[config.mk]
export PLATFORM = sky130hd
export DESIGN_NAME = axi_arbiter
export DESIGN_NICKNAME = d
export VERILOG_FILES = /design/src/axi_mem_pkg.sv /design/src/axi_arbiter.sv
export VERILOG_INCLUDE_DIRS = /design/src /design/src/src
export SDC_FILE = /design/constraint.sdc
export NUM_CORES = 1
export LEC_CHECK = 0
export BUFFER_PORTS_ARGS = -buffer_cell sky130_fd_sc_hd__buf_4
export CORE_AREA = 2 2 169 171
export DETAILED_ROUTE_END_ITERATION = 7
export DIE_AREA = 0 0 171 173
export GPL_TIMING_DRIVEN = 0
export PLACE_DENSITY_LB_ADDON = 0.08
export SYNTH_ARGS = -nofsm -noshare
export SYNTH_HDL_FRONTEND = slang
export SYNTH_SLANG_ARGS = --single-unit
[constraint.sdc]
create_clock -name clk -period 1.8 [get_ports clk]
set_input_delay 0.54 -clock clk [delete_from_list [all_inputs] [get_ports clk]]
set_output_delay 0.54 -clock clk [all_outputs]
set_load 0.02 [all_outputs]
[src/axi_mem_defines.svh]
// AXI-lite memory parameters
`ifndef AXI_MEM_DEFINES_SVH
`define AXI_MEM_DEFINES_SVH

// bus widths
`define AXI_MEM_ADDR_W      32
`define AXI_MEM_DATA_W      32
`define AXI_MEM_STRB_W      4   // one bit per data byte

// 256 words, index from addr[9:2]
`define AXI_MEM_DEPTH_LOG2  8

// response delay: 0 none, 1 fixed, 2 lfsr
`define AXI_MEM_DELAY_MODE  2

// cycles used in fixed mode, 1..15
`define AXI_MEM_FIXED_DELAY 3

`endif

[src/axi_mem_pkg.sv]
// AXI-lite memory types
`default_nettype none
`include "axi_mem_defines.svh"

package axi_mem_pkg;

	typedef logic [`AXI_MEM_ADDR_W-1:0] axi_addr_t;
	typedef logic [`AXI_MEM_DATA_W-1:0] axi_data_t;
	typedef logic [`AXI_MEM_STRB_W-1:0] axi_strb_t;
	typedef logic [1:0]                 axi_resp_t;

	localparam axi_resp_t RESP_OKAY   = 2'b00;
	localparam axi_resp_t RESP_SLVERR = 2'b10;

	typedef struct packed {
		axi_addr_t addr;
	} axi_ar_t;

	typedef struct packed {
		axi_addr_t addr;
	} axi_aw_t;

	typedef struct packed {
		axi_data_t data;
		axi_strb_t strb;
	} axi_w_t;

	typedef struct packed {
		axi_data_t data;
		axi_resp_t resp;
	} axi_r_t;

	typedef struct packed {
		axi_resp_t resp;
	} axi_b_t;

	// master to slave side of one port
	typedef struct packed {
		axi_ar_t ar;
		logic    ar_valid;
		axi_aw_t aw;
		logic    aw_valid;
		axi_w_t  w;
		logic    w_valid;
		logic    r_ready;
		logic    b_ready;
	} axi_req_t;

	// slave to master side of one port
	typedef struct packed {
		logic    ar_ready;
		logic    aw_ready;
		logic    w_ready;
		axi_r_t  r;
		logic    r_valid;
		axi_b_t  b;
		logic    b_valid;
	} axi_rsp_t;

	// all five channels of one master port
	typedef struct packed {
		axi_req_t req;
		axi_rsp_t rsp;
	} axi_port_t;

endpackage

`default_nettype wire

[src/axi_arbiter.sv]
// Two-port round-robin AXI-lite arbiter
`timescale 1ns/1ps
`default_nettype none

module axi_arbiter
	import axi_mem_pkg::*;
(
	input  logic           clk,
	input  logic           rstn,

	input  axi_req_t [1:0] m_req_i,
	output axi_rsp_t [1:0] m_rsp_o,

	output axi_ar_t        s_ar_o,
	output logic           s_ar_valid_o,
	input  logic           s_ar_ready_i,

	output axi_aw_t        s_aw_o,
	output logic           s_aw_valid_o,
	input  logic           s_aw_ready_i,

	output axi_w_t         s_w_o,
	output logic           s_w_valid_o,
	input  logic           s_w_ready_i,

	input  axi_r_t         s_r_i,
	input  logic           s_r_valid_i,
	output logic           s_r_ready_o,

	input  axi_b_t         s_b_i,
	input  logic           s_b_valid_i,
	output logic           s_b_ready_o
);

	localparam int NPORT = 2;

	logic [NPORT-1:0] req;
	logic [NPORT-1:0] sel;
	logic             busy_q;
	logic             grant_q;  // index of the port being served
	logic             last_q;   // round-robin pointer
	logic             pick;
	logic             done;
	axi_req_t         greq;

	genvar i;

	generate
		for (i = 0; i < NPORT; i++) begin : g_req
			// a write only counts once aw and w are both up
			assign req[i] = m_req_i[i].ar_valid ||
				(m_req_i[i].aw_valid && m_req_i[i].w_valid);
		end
	endgenerate

	// next requester after the last one served
	assign pick = req[!last_q] ? !last_q : last_q;

	// transaction finishes on the response handshake
	assign done = (s_r_valid_i && s_r_ready_o) || (s_b_valid_i && s_b_ready_o);

	always_ff @(posedge clk) begin
		if (!rstn) begin
			busy_q  <= 1'b0;
			grant_q <= 1'b0;
			last_q  <= 1'b1; // port 0 goes first
		end else if (!busy_q) begin
			if (|req) begin
				busy_q  <= 1'b1;
				grant_q <= pick;
				last_q  <= pick;
			end
		end else if (done) begin
			busy_q <= 1'b0;
		end
	end

	assign greq = m_req_i[grant_q];

	// slave side sees only the granted port
	assign s_ar_o       = greq.ar;
	assign s_ar_valid_o = busy_q && greq.ar_valid;
	assign s_aw_o       = greq.aw;
	assign s_aw_valid_o = busy_q && greq.aw_valid;
	assign s_w_o        = greq.w;
	assign s_w_valid_o  = busy_q && greq.w_valid;
	assign s_r_ready_o  = busy_q && greq.r_ready;
	assign s_b_ready_o  = busy_q && greq.b_ready;

	generate
		for (i = 0; i < NPORT; i++) begin : g_rsp
			assign sel[i] = busy_q && (grant_q == i);

			assign m_rsp_o[i].ar_ready = sel[i] && s_ar_ready_i;
			assign m_rsp_o[i].aw_ready = sel[i] && s_aw_ready_i;
			assign m_rsp_o[i].w_ready  = sel[i] && s_w_ready_i;
			assign m_rsp_o[i].r        = s_r_i;  // qualified by r_valid
			assign m_rsp_o[i].r_valid  = sel[i] && s_r_valid_i;
			assign m_rsp_o[i].b        = s_b_i;
			assign m_rsp_o[i].b_valid  = sel[i] && s_b_valid_i;

			a_quiet: assert property (@(posedge clk) disable iff (!rstn)
				!sel[i] |-> !(m_rsp_o[i].ar_ready || m_rsp_o[i].aw_ready ||
				m_rsp_o[i].w_ready || m_rsp_o[i].r_valid || m_rsp_o[i].b_valid));
		end
	endgenerate

	// the owner stays fixed for the whole transaction
	a_grant_hold: assert property (@(posedge clk) disable iff (!rstn)
		busy_q |=> $stable(grant_q));

endmodule

`default_nettype wire

==> impl_metrics.json <==
{
  "rsz0062_at_grt": "true",
  "layout-area-overhead-vs-synth_pct": 226,
  "rows": 61,
  "drt_iter0_drc": 42,
  "hold_ws_ns": 0.544,
  "crit_fanout": 5,
  "tightestPinTransition_ns": 0.394,
  "p_sw_mw": 1.34,
  "synthTopCellsByArea": "mux2_2 54%, buf_4 26%, buf_6 4.9%, dfxtp_1 2.9%, mux2i_1 2.4%",
  "p_leak_nw": 3.50,
  "portBuffers": 403,
  "p_int_mw": 2.23,
  "grt_pass1_wl_um": 20100,
  "die_x_um": 171,
  "multi_input_area_sq_um": 1720,
  "cts_htree_levels": 1,
  "total_power_mw": 3.57,
  "hpwl_um": 12600,
  "numCtsBuffers": 3,
  "async_flop_share": 0,
  "core_area_sq_um": 27600,
  "final.fill_count": 3029,
  "drc": 0,
  "dieArea_sq_um": 29600,
  "vias_per_cell": 3.18,
  "power_frac_clock": 0.099,
  "synthesis.area_sq_um": 2090,
  "drv_cap": 0,
  "yosys_register_bits": 3,
  "synth_edf_count": 0,
  "fin_crit_sh": 1.10,
  "antenna_left": 0,
  "arrival_ns": 1.44,
  "syn_nets": 476,
  "hp-class": "reg -> reg",
  "via_count": 3262,
  "final_util": 0.247,
  "yosys_warnings": 0,
  "p_per_area_nw_per_um2": 524,
  "end_kind": "output pin",
  "syn_area_per_cell_sq_um": 9.37,
  "diodes": 0,
  "drv_slew": 0,
  "synth.most_common_cell": "mux2_2",
  "p_seq_frac": 0.027,
  "grt_overflow_total": 0,
  "cts_sinks": 3,
  "failed_checks": "setup timing",
  "relSlewSlack": 0.737,
  "worst-endpoint-required_ns": 1.26,
  "routed_wl_um": 15200,
  "grt_use_total": 0.0878,
  "setup_viol": 115,
  "swShare": 0.375,
  "die_h_um": 173,
  "seqCellArea_sq_um": 63.8,
  "root_buffer": "clkbuf_16",
  "criticalPathCategory": "reg -> out",
  "pwr-share-comb": 0.874,
  "place_congestion": 0.750,
  "peakVddDrop_uv": 223,
  "cts_buffer_depth": 2,
  "cts_tree": "yes",
  "synth_common_cells": "100 x mux2_2, 73 x buf_4, 9 x buf_6",
  "yosysSeqAreaShare": 0.0287,
  "syn_inst": 223,
  "synth_top_area_frac": 0.539,
  "synth_flop_cell": "dfxtp_1",
  "status": "finished, violations left",
  "finalSetupTns_ns": -16.93,
  "antenna_found_initial": 0,
  "drt-wirelength-per-cell_um": 14.9,
  "final-hold-violation-count": 0,
  "start_kind": "flip-flop",
  "fin_crit_ns": 1.98,
  "dp_cells": 1004,
  "pin_count": 440,
  "layout_setup_ws_ns": -0.182,
  "fmax_mhz": 505,
  "synth_top_area_cell": "mux2_2",
  "grt_pass1_vias": 3479,
  "clk_latency_ns": 0.22,
  "drive_gt1_frac": 0.963,
  "initial_core_util": 0.0756,
  "fin_nets": 901,
  "grt_max_degree": 11,
  "first_pass_iters": 4,
  "synthDistinctLibCells": 19,
  "final_cell_count_no_fill": 1025,
  "clkTransAtPathRegs_ns": 0.03,
  "skew_ns": 0.000928
}
[power by group through the flow]
stage          clock network (mW)  logic, mW  registers (mW)
6_report                    0.354       3.12          0.0949
5_1_grt                     0.367       3.28          0.0984
4_1_cts                     0.360       2.95          0.0923
3_5_place_dp                    0       2.39          0.0867
3_3_place_gp                    0       2.40          0.0862
2_1_floorplan                   0       1.28          0.0837
[logic make-up after synthesis]
| logic type | count (synthesis) | synth area share |
|---|---|---|
| muxes | 105 | 0.563 |
| and+or+nand+nor | 18 | 0.0557 |
| DFF | 3 | 0.0287 |
| AOI/OAI and AO/OA | 9 | 0.0293 |
| buffers and inverters | 88 | 0.323 |
[metal layers]
| metal | global-route usage | wire length [um] | vias to the layer above |
|---|---|---|---|
| met1 | 0.0869 | 5040 | 1491 |
| met4 | 0.00847 | 66 | 0 |
| li1 | - | - | 1566 |
| met3 | 0.0133 | 1210 | 6 |
| met5 | 0 | 0 | - |
| met2 | 0.190 | 8930 | 199 |
[state kept, by name, summed over array words and instances (netlist names)]
register	count
last_q	1
grant_q	1
busy_q	1
[placed cells by master (no fill, tap or decap), types with 2 or more instances in the layout]
cell type	instances
a21oi_1	3
clkbuf_16	10
inv_1	2
buf_2	2
o211ai_1	2
mux2_4	81
buf_8	2
dfxtp_1	2
mux2_2	19
and2_4	5
buf_6	101
mux2i_1	2
nor2b_1	5
and3_4	4
buf_12	12
buf_4	381
mux2i_2	2
[stage by stage]
stage | cell area, sq um | setup WS (ns)
after floorplan | 2090 | 0.190
after global placement | 5590 | -0.142
after detailed placement | 5590 | -0.177
after CTS | 6510 | -0.212
after global routing | 6820 | -0.241
final | 6820 | -0.182
[path summary, 6_finish.rpt]
kind | startpoint | slack [ns] | to | depth (start not counted)
max | grant_q$_SDFFE_PN0P_ | -0.18 | s_aw_o[18] | 4
min | last_q$_SDFFE_PN1P_ | 0.54 | last_q$_SDFFE_PN1P_ | 1
max reg2reg | grant_q$_SDFFE_PN0P_ | 0.34 | busy_q$_SDFF_PN0_ | 7
min reg2reg | last_q$_SDFFE_PN1P_ | 0.54 | last_q$_SDFFE_PN1P_ | 1
[critical path, cell delays in order (launching register included)]
cell and delay [ns]:
dfxtp_4 0.42, clkbuf_16 0.20, buf_12 0.12, mux2_2 0.34, buf_6 0.13
[area by class of cell]
| class | count | area share |
|---|---|---|
| timing repair buffer | 420 | 0.542 |
| buffer | 86 | 0.115 |
| multi-input combinational | 132 | 0.252 |
| inverter | 2 | 0.00110 |
| clock buffer | 4 | 0.0116 |
| tap | 378 | 0.0693 |
| sequential | 3 | 0.00935 |
[what timing repair did]
item                                    CTS  global route
cloned                                    1             7
endpoints found under the setup margin  115           115
gates resized for setup                 201            32
pin swaps                                 3             3
hold buffers                              0             0
buffers inserted                          7             3
Note: power is estimated with default switching activity, not from simulation.
